$ cat src/source/uart_settings.svh
`ifndef UART_SETTINGS_SVH
`define UART_SETTINGS_SVH

// Clocks per bit on the serial line
`define UART_OVERSAMPLE 16

// Start edge to middle of the start bit
`define UART_HALF_BIT 8

// Widest data word the device carries
`define UART_MAX_DATA_BITS 9

// Bit timers in both directions are four bits wide,
// so the oversample count must stay at or below 16
// and the half-bit count must stay at or above 1

`endif

$ cat src/source/uart_frame_pkg.sv
`default_nettype none

package uart_frame_pkg;

    // Three-bit code for the data length
    typedef enum logic [2:0] {
        DATA_BITS_5 = 3'd0,
        DATA_BITS_6 = 3'd1,
        DATA_BITS_7 = 3'd2,
        DATA_BITS_8 = 3'd3,
        DATA_BITS_9 = 3'd4
    } data_bits_t;

    typedef struct packed {
        data_bits_t data_bits;
        logic       parity_en;
        logic       parity_even;  // 0 selects odd parity
        logic       two_stop;     // 0 gives one stop bit
    } frame_cfg_t;

    // Number of data bits for a length code
    function automatic logic [3:0] data_len(data_bits_t code);
        logic [3:0] len;
        case (code)
            DATA_BITS_5: len = 4'd5;
            DATA_BITS_6: len = 4'd6;
            DATA_BITS_7: len = 4'd7;
            DATA_BITS_9: len = 4'd9;
            default:     len = 4'd8;  // Includes the unused codes
        endcase
        return len;
    endfunction

endpackage

`default_nettype wire

$ cat src/source/uart_ctrl_pkg.sv
`default_nettype none

`include "uart_settings.svh"

package uart_ctrl_pkg;

    typedef enum logic [2:0] {
        TX_IDLE,
        TX_START,
        TX_DATA,
        TX_PARITY,
        TX_STOP
    } tx_state_t;

    typedef enum logic [2:0] {
        RX_IDLE,
        RX_START,
        RX_DATA,
        RX_PARITY,
        RX_STOP
    } rx_state_t;

    typedef logic [`UART_MAX_DATA_BITS-1:0] uart_word_t;

    typedef struct packed {
        uart_word_t data;  // LSB goes out first
    } tx_req_t;

    typedef struct packed {
        uart_word_t data;          // Bits above the frame length read 0
        logic       parity_error;
        logic       frame_error;   // Some stop bit sampled low
    } rx_word_t;

endpackage

`default_nettype wire

$ cat src/source/uart_tx.sv
`default_nettype none

`include "uart_settings.svh"

module uart_tx (
    input  logic                       uart_clk,
    input  logic                       reset,
    input  uart_frame_pkg::frame_cfg_t cfg,
    input  uart_ctrl_pkg::tx_req_t     tx_req,
    input  logic                       tx_valid,
    output logic                       tx_ready,
    output logic                       line
);

    import uart_frame_pkg::*;
    import uart_ctrl_pkg::*;

    localparam logic [3:0] BIT_END = 4'(`UART_OVERSAMPLE - 1);

    tx_state_t  state;
    frame_cfg_t cfg_q;       // Format held for the whole frame
    uart_word_t shift_q;     // Current data bit sits in bit 0
    logic [3:0] bit_timer;
    logic [3:0] bit_idx;     // Data bit, later stop bit
    logic       parity_acc;
    logic       bit_done;
    logic       accept;

    assign accept   = tx_valid && tx_ready;
    assign bit_done = (bit_timer == BIT_END);
    assign tx_ready = (state == TX_IDLE);

    // ----------------------------------------
    // Frame sequencer
    // ----------------------------------------
    always_ff @(posedge uart_clk)
    begin
        if (reset)
        begin
            state     <= TX_IDLE;
            bit_timer <= '0;
            bit_idx   <= '0;
        end
        else
        begin
            if (state == TX_IDLE || bit_done)
                bit_timer <= '0;
            else
                bit_timer <= bit_timer + 4'd1;

            case (state)
                TX_IDLE:
                    if (accept)
                        state <= TX_START;
                TX_START:
                    if (bit_done)
                    begin
                        state   <= TX_DATA;
                        bit_idx <= '0;
                    end
                TX_DATA:
                    if (bit_done)
                    begin
                        if (bit_idx == data_len(cfg_q.data_bits) - 4'd1)
                        begin
                            bit_idx <= '0;  // Reused to count stop bits
                            state   <= cfg_q.parity_en ? TX_PARITY : TX_STOP;
                        end
                        else
                            bit_idx <= bit_idx + 4'd1;
                    end
                TX_PARITY:
                    if (bit_done)
                        state <= TX_STOP;
                TX_STOP:
                    if (bit_done)
                    begin
                        if (bit_idx == {3'b000, cfg_q.two_stop})
                            state <= TX_IDLE;
                        else
                            bit_idx <= bit_idx + 4'd1;
                    end
                default:
                    state <= TX_IDLE;
            endcase
        end
    end

    // Word and format are captured at the handshake
    always_ff @(posedge uart_clk)
    begin
        if (accept)
        begin
            cfg_q      <= cfg;
            shift_q    <= tx_req.data;
            parity_acc <= 1'b0;
        end
        else if (state == TX_DATA && bit_done)
        begin
            shift_q    <= shift_q >> 1;
            parity_acc <= parity_acc ^ shift_q[0];
        end
    end

    always_comb
    begin
        case (state)
            TX_START:  line = 1'b0;
            TX_DATA:   line = shift_q[0];
            TX_PARITY: line = parity_acc ^ ~cfg_q.parity_even;  // Odd parity inverts
            default:   line = 1'b1;  // Idle and stop bits
        endcase
    end

    // Line only moves at a bit boundary or at the handshake
    a_bit_hold: assert property (@(posedge uart_clk) disable iff (reset)
        !(bit_done || accept) |=> $stable(line));

    // Ready returns only after a full-length stop bit
    a_ready_after_stop: assert property (@(posedge uart_clk) disable iff (reset)
        $rose(tx_ready) |-> $past(state, `UART_OVERSAMPLE) == TX_STOP);

endmodule

`default_nettype wire

$ cat src/source/uart_rx.sv
`default_nettype none

`include "uart_settings.svh"

module uart_rx (
    input  logic                       uart_clk,
    input  logic                       reset,
    input  uart_frame_pkg::frame_cfg_t cfg,
    input  logic                       line,
    output uart_ctrl_pkg::rx_word_t    rx_word,
    output logic                       rx_valid
);

    import uart_frame_pkg::*;
    import uart_ctrl_pkg::*;

    localparam logic [3:0] HALF_LOAD = 4'(`UART_HALF_BIT - 1);
    localparam logic [3:0] FULL_LOAD = 4'(`UART_OVERSAMPLE - 1);

    rx_state_t  state;
    logic       line_meta;
    logic       line_sync;
    logic [3:0] sample_timer;   // Counts down to the next sample point
    logic [3:0] bit_idx;
    uart_word_t data_q;
    logic       parity_acc;
    logic       parity_err;
    logic       frame_err;
    logic       sample;
    logic       last_data;
    logic       expected_parity;

    assign sample          = (sample_timer == '0);
    assign last_data       = (bit_idx == data_len(cfg.data_bits) - 4'd1);
    assign expected_parity = parity_acc ^ ~cfg.parity_even;

    // Two-flop synchronizer, idles high like the line
    always_ff @(posedge uart_clk)
    begin
        if (reset)
        begin
            line_meta <= 1'b1;
            line_sync <= 1'b1;
        end
        else
        begin
            line_meta <= line;
            line_sync <= line_meta;
        end
    end

    // ----------------------------------------
    // Receive FSM
    // ----------------------------------------
    always_ff @(posedge uart_clk)
    begin
        if (reset)
        begin
            state        <= RX_IDLE;
            sample_timer <= '0;
            bit_idx      <= '0;
            rx_valid     <= 1'b0;
            rx_word      <= '0;
        end
        else
        begin
            rx_valid <= 1'b0;
            if (!sample)
                sample_timer <= sample_timer - 4'd1;

            case (state)
                RX_IDLE:
                    if (!line_sync)  // Falling edge of a start bit
                    begin
                        state        <= RX_START;
                        sample_timer <= HALF_LOAD;
                    end
                RX_START:
                    if (sample)
                    begin
                        if (line_sync)
                            state <= RX_IDLE;  // Glitch, not a start bit
                        else
                        begin
                            state        <= RX_DATA;
                            sample_timer <= FULL_LOAD;
                            bit_idx      <= '0;
                        end
                    end
                RX_DATA:
                    if (sample)
                    begin
                        sample_timer <= FULL_LOAD;
                        if (last_data)
                        begin
                            bit_idx <= '0;
                            state   <= cfg.parity_en ? RX_PARITY : RX_STOP;
                        end
                        else
                            bit_idx <= bit_idx + 4'd1;
                    end
                RX_PARITY:
                    if (sample)
                    begin
                        sample_timer <= FULL_LOAD;
                        state        <= RX_STOP;
                    end
                RX_STOP:
                    if (sample)
                    begin
                        sample_timer <= FULL_LOAD;
                        if (bit_idx == {3'b000, cfg.two_stop})
                        begin
                            state                <= RX_IDLE;
                            rx_valid             <= 1'b1;
                            rx_word.data         <= data_q;
                            rx_word.parity_error <= parity_err;
                            rx_word.frame_error  <= frame_err | ~line_sync;
                        end
                        else
                            bit_idx <= bit_idx + 4'd1;
                    end
                default:
                    state <= RX_IDLE;
            endcase
        end
    end

    // Word assembly and checks, cleared between frames
    always_ff @(posedge uart_clk)
    begin
        if (state == RX_IDLE)
        begin
            data_q     <= '0;
            parity_acc <= 1'b0;
            parity_err <= 1'b0;
            frame_err  <= 1'b0;
        end
        else if (sample)
        begin
            case (state)
                RX_DATA:
                begin
                    data_q[bit_idx] <= line_sync;
                    parity_acc      <= parity_acc ^ line_sync;
                end
                RX_PARITY: parity_err <= (line_sync != expected_parity);
                RX_STOP:   frame_err  <= frame_err | ~line_sync;
                default:   ;
            endcase
        end
    end

    a_valid_single: assert property (@(posedge uart_clk) disable iff (reset)
        rx_valid |=> !rx_valid);

    // A word is only delivered after a full-length stop bit
    a_valid_after_stop: assert property (@(posedge uart_clk) disable iff (reset)
        rx_valid |-> $past(state) == RX_STOP
                     && $past(state, `UART_OVERSAMPLE) == RX_STOP);

endmodule

`default_nettype wire

$ cat src/source/uart_device.sv
`default_nettype none

module uart_device (
    input  logic                       uart_clk,
    input  logic                       reset,
    input  uart_frame_pkg::frame_cfg_t cfg,      // Shared by both directions
    input  uart_ctrl_pkg::tx_req_t     tx_req,
    input  logic                       tx_valid,
    output logic                       tx_ready,
    output uart_ctrl_pkg::rx_word_t    rx_word,
    output logic                       rx_valid,
    output logic                       uart_tx,
    input  logic                       uart_rx
);

    uart_tx u_tx (
        .uart_clk (uart_clk),
        .reset    (reset),
        .cfg      (cfg),
        .tx_req   (tx_req),
        .tx_valid (tx_valid),
        .tx_ready (tx_ready),
        .line     (uart_tx)
    );

    uart_rx u_rx (
        .uart_clk (uart_clk),
        .reset    (reset),
        .cfg      (cfg),
        .line     (uart_rx),  // Asynchronous pin
        .rx_word  (rx_word),
        .rx_valid (rx_valid)
    );

endmodule

`default_nettype wire

$ cat config.mk
export PLATFORM = sky130hd
export DESIGN_NAME = uart_device
export DESIGN_NICKNAME = d
export VERILOG_FILES = /design/src/source/uart_frame_pkg.sv /design/src/source/uart_ctrl_pkg.sv /design/src/source/uart_tx.sv /design/src/source/uart_rx.sv /design/src/source/uart_device.sv
export VERILOG_INCLUDE_DIRS = /design/src /design/src/source
export SDC_FILE = /design/constraint.sdc
export NUM_CORES = 1
export LEC_CHECK = 0
export ABC_AREA = 1
export CAP_MARGIN = 20
export CELL_PAD_IN_SITES_DETAIL_PLACEMENT = 1
export CELL_PAD_IN_SITES_GLOBAL_PLACEMENT = 1
export CORE_MARGIN = 8
export CORE_UTILIZATION = 45
export CTS_CLUSTER_SIZE = 30
export DETAILED_ROUTE_END_ITERATION = 7
export DONT_BUFFER_PORTS = 1
export HOLD_SLACK_MARGIN = 0.03
export PLACE_DENSITY_LB_ADDON = 0.1
export SLEW_MARGIN = 30
export SYNTH_ARGS = -nofsm -noshare
export SYNTH_HDL_FRONTEND = slang
export SYNTH_SLANG_ARGS = --single-unit
$ cat constraint.sdc
create_clock -name uart_clk -period 2.2 [get_ports uart_clk]
set_input_delay 0.22 -clock uart_clk [delete_from_list [all_inputs] [get_ports uart_clk]]
set_output_delay 0.22 -clock uart_clk [all_outputs]
set_load 0.01 [all_outputs]
==> results of run 1 <==
## cell families (layout without fill, tap and decap cells)
| family | Yosys count | after routing | synth area share (%) |
|---|---|---|---|
| AOI/OAI and AO/OA | 75 | 75 | 11.97 |
| and+or+nand+nor | 211 | 211 | 30.75 |
| xor gates and xnor gates | 10 | 10 | 2.635 |
| DFF | 64 | 64 | 43.06 |
| buffers and inverters | 68 | 87 | 8.581 |
| adders and majority gates | 8 | 8 | 3.011 |
## through the flow
step / hold slack (ns) / power (mW)
floorplan: 0.2891 / 3.485
global placement: 0.2917 / 3.875
detailed placement: 0.2927 / 3.967
CTS: 0.05444 / 5.126
global route: 0.04925 / 5.494
finish: 0.05942 / 5.085
## area by class of cell
class | count | share of cell area, %
clock buffers | 9 | 3.324
clock inverters | 7 | 2.586
inverters | 58 | 5.843
multi-input cells | 304 | 43.35
flip-flops and latches | 64 | 38.42
well taps | 99 | 3.324
repair buffers | 13 | 3.156
## worst max-delay path by stage
stage	end	cells after the start	slack (ns)	startpoint
5_1_grt	u_rx.rx_word[10]$_SDFFE_PP0P_	7	0.19	u_rx.sample_timer[0]$_SDFF_PP0_
2_1_floorplan	u_tx.shift_q[0]$_DFFE_PP_	7	0.42	u_tx.state[0]$_SDFFE_PP0P_
3_5_place_dp	u_rx.rx_word[10]$_SDFFE_PP0P_	7	0.27	u_rx.sample_timer[0]$_SDFF_PP0_
4_1_cts	u_rx.rx_word[10]$_SDFFE_PP0P_	7	0.23	u_rx.sample_timer[0]$_SDFF_PP0_
6_report	u_rx.data_q[8]$_SDFFE_PP0P_	8	0.40	u_rx.sample_timer[0]$_SDFF_PP0_
3_3_place_gp	u_rx.rx_word[0]$_SDFFE_PP0P_	7	0.40	u_rx.sample_timer[0]$_SDFF_PP0_
## metal layers
metal / vias up / wire length, um / track usage [%]
li1: 1449 / - / -
met1: 1358 / 3631 / 18.56
met2: 24 / 3978 / 29.23
met3: 15 / 223 / 3.406
met4: 0 / 144 / 6.659
met5: - / 0 / 0
## timing repair
item                       CTS  global route
setup endpoints to repair    0             1
buffers inserted             0             0
hold buffers                 8             0
hold endpoints to repair    13             0
resized for setup            0             1
## where the power goes
| part | internal (mW) | leakage (nW) | switching, mW |
|---|---|---|---|
| Clock | 0.638 | 0.103 | 0.499 |
| Combinational | 0.783 | 0.921 | 1.45 |
| Sequential | 1.49 | 0.540 | 0.225 |
## state kept, by name (all words and copies together) (netlist names), 3 cells and up
register	flops
u_rx.rx_word	11
u_rx.data_q	9
u_tx.shift_q	9
u_tx.cfg_q	6
u_rx.bit_idx	4
u_rx.sample_timer	4
u_tx.bit_idx	4
u_tx.bit_timer	4
u_rx.state	3
u_tx.state	3
## Yosys cell counts, types with 2 or more instances
cell      instances  share of area [%]
nor2_8            2                1.2
xnor2_1           3               0.79
o21ai_1          12                1.8
nor3_1            5               0.75
edfxtp_1         15                 14
nand2_2           2               0.38
nand2_1         100                 11
nand3_1          27                4.1
xor2_1            7                1.8
buf_6             2               0.68
ha_1              8                3.0
nand3_2           5                1.5
nand2_4           5                1.7
clkbuf_1          2               0.23
buf_2             3               0.45
a21oi_1          41                6.2
o31ai_1           2               0.45
nor2_2            6                1.1
o22ai_1           4               0.75
buf_4             3               0.68
inv_1            48                5.4
inv_2             9                1.0
nor2_4            4                1.4
nand4_1          10                1.9
or2_2             2               0.38
o21ai_0          11                1.7
nor2_1           40                4.5
dfxtp_1          49                 30
## worst max-delay path, cell delays in order (launching register included)
cell,delay (ns)
dfxtp_1,0.35
inv_1,0.08
ha_1,0.23
nand3_2,0.21
buf_4,0.23
nor2_8,0.24
nand4_1,0.16
o22ai_1,0.14
a21oi_1,0.06
==> reports/metrics.cfg, run 1 <==
[placement]
placed_area_mm2 = 0.003418
dp_cells = 530
place_congestion = 0.7897
port_buffers = 0
pre_cts_slack_ns = 0.2655
dp_hpwl_um = 5989

[sta]
finalSetupViolations = 0
tightest_slew_ns = 0.6786
fin_worst_skew_ns = 0.01431
slew_headroom_pct = 54.71
rsz0062_at_grt = false
fmax_mhz = 555.7
fin_ws_ns = 0.4004
drv_slew = 0
final.setup.tns_ns = 0
timing.final.crit_share_pct = 81.80
period_needed_ns = 1.800
hold_viol = 0

[cts]
cts_made_buffers = 9
htreeDepth = 3
clock_path_buffers = 2
cts-root-buf = clkbuf_8
insertion_delay_ns = 0.35
cts_tree = built
path_clk_slew_ns = 0.08
cts_sinks = 64

[logic_synthesis]
synth_seq_area_share_pct = 43.06
ys_ff_latch = 64
syn_area_mm2 = 0.003324
avgSynthCellArea_um2 = 7.625
synth-edff-count = 15
syn-instance-count = 436
ys_warn_count = 0
async_flop_share_pct = 0
yosys.cell_types.count = 37
synth_nets = 463
synth_flop_cell = dfxtp_1

[critical_path]
cp-end-kind = flip-flop
r2r_slack_ns = 0.40
cp-start-kind = flip-flop
cp.arrival_ns = 2.03
r2r_start = u_rx.sample_timer[0]$_SDFF_PP0_
r2r-end = u_rx.data_q[8]$_SDFFE_PP0P_
crit_required_ns = 2.43
critPathKind = reg -> reg
r2r_cells = 8
critPathMaxFanout = 19

[final_layout]
final_cell_mix = nand2_1 (100), dfxtp_1 (49), inv_1 (48)
multi_input_area_mm2 = 0.001615
fin_util_pct = 51.65
seqCellArea_mm2 = 0.001431
finalNetCount = 477
drive_gt1_share_pct = 12.31
fin_area_mm2 = 0.003726
antennaDiodeCount = 0
fin_cells = 554
final_common_cell = nand2_1
num-fill-cells = 940
synthToLayoutAreaGrowth_pct = 12.08

[power_and_ir_drop]
power_density_mw_per_mm2 = 1365
worst_ir_drop_vdd_mv = 0.8691
p_leak_nw = 1.565

[drt]
antenna_left = 0
drt-total-wl_um = 7977
num_vias = 2846
drc_errors = 0
viasPerCell = 5.137
routedWlPerCell_um = 14.40
first_pass_iters = 4
first_iter_violations = 64

[worst_hold_path]
whs_path_depth = 2
hold_class = in -> reg
min_to = u_tx.shift_q[7]$_DFFE_PP_
min_from = tx_req[7]

[floorplanning]
ios = 33
die-area_mm2 = 0.01039
dieWidth_um = 102.0
fp-row-count = 31
start_util_pct = 46.08
die_h_um = 102.0
core_area_mm2 = 0.007214

[job]
cap_violations = 0

[global_route]
grt_usage_pct = 16.39
grt_pass1_wl_um = 13540
grt_max_degree = 24
first_global_vias = 2948
overflow = 0
antenna_found_initial = 0

[run_status]
outcome = finished clean

Power figures use the tool's default switching activity.
==> run 2, diff against run 1 <==
Clock period 2.2 ns to 1.7 ns, I/O delays scaled along.
==> reports/metrics.cfg, run 2 (synthesis gave the netlist of run 1 again) <==
[sta]
tightest_slew_ns = 0.5067  ; -0.1719 ns
finalSetupViolations = 0  ; unchanged
rsz0062_at_grt = true
slew_headroom_pct = 66.18  ; +11 points
period_needed_ns = 1.623
hold_viol = 0  ; unchanged
drv_slew = 0  ; unchanged
fin_worst_skew_ns = 0.008355  ; -0.005959 ns
fin_ws_ns = 0.07653  ; -0.3238 ns
timing.final.crit_share_pct = 95.50
fmax_mhz = 616.0

[placement]
dp_cells = 543  ; +2.5%
place_congestion = 0.7866  ; -0.39%
dp_hpwl_um = 6131  ; +2.4%
port_buffers = 0  ; unchanged
pre_cts_slack_ns = 0.01216  ; -0.2533 ns

[power_and_ir_drop]
switching_share_pct = 42.69  ; -0.080 points
clkPwrFrac_pct = 19.6  ; -2.7 points
p_int_mw = 3.856  ; +32%
sequentialPowerShare_pct = 32.6  ; -1.1 points
p_switching_mw = 2.872  ; +32%
p_comb_share_pct = 47.8  ; +3.9 points
p_leak_nw = 1.678  ; +7.2%
worst_ir_drop_vdd_mv = 1.154  ; +33%
power_mw = 6.728  ; +32%
power_density_mw_per_mm2 = 1707  ; +25%

[cts]
htreeDepth = 3  ; unchanged
path_clk_slew_ns = 0.07  ; about the same
cts_made_buffers = 9  ; unchanged
cts_tree = built
insertion_delay_ns = 0.34  ; about the same
cts_sinks = 64  ; unchanged
cts-root-buf = clkbuf_8
clock_path_buffers = 2  ; unchanged

[critical_path]
r2r_cells = 10  ; +2
cp.arrival_ns = 1.45  ; -0.58 ns
path_cells = nor2_1 > inv_1 > o31ai_2 > buf_4
crit_required_ns = 1.53  ; -0.90 ns
slowest_delay_ns = 0.37  ; +0.02 ns
cp-end-kind = output pin
critPathMaxFanout = 5  ; -14
cp-start-kind = flip-flop
critPathKind = reg -> out
worst_path_max_delay_cell = dfxtp_1

[floorplanning]
fp-row-count = 31  ; unchanged
die-area_mm2 = 0.01039  ; unchanged
dieWidth_um = 102.0  ; unchanged
ios = 33  ; unchanged
die_h_um = 102.0  ; unchanged
start_util_pct = 46.08  ; unchanged
core_area_mm2 = 0.007214  ; unchanged

[final_layout]
drive_gt1_share_pct = 16.53  ; +4.2 points
largest-register = u_rx.rx_word
final_common_cell = nand2_1
synthToLayoutAreaGrowth_pct = 18.59
num-fill-cells = 929  ; -1.2%
reg_top3 = u_rx.rx_word x11, u_rx.data_q x9, u_tx.shift_q x9
antennaDiodeCount = 0  ; unchanged
fin_util_pct = 54.65  ; +3.0 points
fin_cells = 577  ; +4.2%
finalNetCount = 500  ; +4.8%
multi_input_area_mm2 = 0.001644  ; +1.8%
final_cell_mix = nand2_1 (100), inv_1 (48), dfxtp_1 (48)
seqCellArea_mm2 = 0.001433  ; about the same
largest_reg_flops = 11  ; unchanged

[drt]
wl_met1_um = 3750  ; +3.3%
viasPerCell = 5.092  ; -0.88%
first_pass_iters = 4  ; unchanged
num_vias = 2938  ; +3.2%
first_iter_violations = 76  ; +19%
highest_layer = met4
antenna_left = 0  ; unchanged
drt-total-wl_um = 8245  ; +3.4%
met3_wirelength_um = 250  ; +12%
wl_met2_um = 4103  ; +3.1%
drc_errors = 0  ; unchanged
routedWlPerCell_um = 14.29  ; -0.76%

[global_route]
overflow = 0  ; unchanged
antenna_found_initial = 0  ; unchanged
grt_pass1_wl_um = 14260  ; +5.3%
grt_usage_pct = 17.29  ; +0.90 points
first_global_vias = 3104  ; +5.3%
grt_max_degree = 17  ; -29%

[worst_hold_path]
whs_path_depth = 2  ; unchanged
hold_class = in -> reg

[job]
cap_violations = 0  ; unchanged

[run_status]
outcome = finished clean

run 2: cell count changes in the layout (fill, tap and decap cells not counted), moves of 2 or more:
cell and change:
buf_4 +13, nor2_1 -3, nor2_2 +2, dlygate4sd3_1 +8
clkinv_2 +2
run 2: final cells by class:
class,instances,area share (%)
Clock buffer,11,3.586
Clock inverter,5,1.428
Inverter,58,5.522
Multi-Input combinational cell,304,41.70
Sequential cell,64,36.34
Tap cell,99,3.142
Timing Repair Buffer,36,8.283
run 2: worst paths after layout:
check / start / end / slack, ns
worst min-delay path: tx_req[8] / u_tx.shift_q[8]$_SDFFCE_PN0P_ / 0.06
worst max register to register: u_rx.sample_timer[0]$_SDFF_PP0_ / u_rx.state[1]$_SDFFE_PP0P_ / 0.12
worst min register to register: u_rx.line_meta$_SDFF_PP1_ / u_rx.line_sync$_SDFF_PP1_ / 0.42
worst max-delay path: u_tx.state[2]$_SDFFE_PP0P_ / uart_tx / 0.08
run 2: power by group through the flow:
| stage | sequential [mW] | clock [mW] | combinational [mW] |
|---|---|---|---|
| 2_1_floorplan | 2.14 | 0 | 2.37 |
| 3_3_place_gp | 2.21 | 0 | 2.93 |
| 3_5_place_dp | 2.22 | 0 | 3.05 |
| 4_1_cts | 2.19 | 1.36 | 3.15 |
| 5_1_grt | 2.24 | 1.44 | 3.61 |
| 6_report | 2.20 | 1.32 | 3.21 |
run 2: metal layers:
metal / track usage, % / vias up
li1: - / 1496
met1: 19.58 / 1399
met2: 30.43 / 29
met3: 4.292 / 14
met5: 0 / -
met4: 6.772 / 0
run 2: per-stage QoR:
stage,setup TNS (ns),cell area [um2],hold WS (ns)
floorplan,0,3328,0.2391
global placement,0,3532,0.2423
detailed placement,0,3532,0.2456
CTS,0,3905,0.03364
global route,-0.01642,3943,0.03156
finish,0,3943,0.05674
run 2: what timing repair did:
action                     in CTS  in global routing
hold endpoints to repair       21                  0
pin swaps                       0                  2
setup buffers                   0                  2
resized for setup               3                  7
hold buffers                   16                  0
setup endpoints to repair       3                 32
run 2: worst max-delay path: cells and delay by family (launching register included):
family / cells / cell delay (ns)
flip-flops: 1 / 0.37
buffers and inverters: 2 / 0.29
AO/OA/AOI/OAI: 1 / 0.28
AND/OR/NAND/NOR: 1 / 0.17
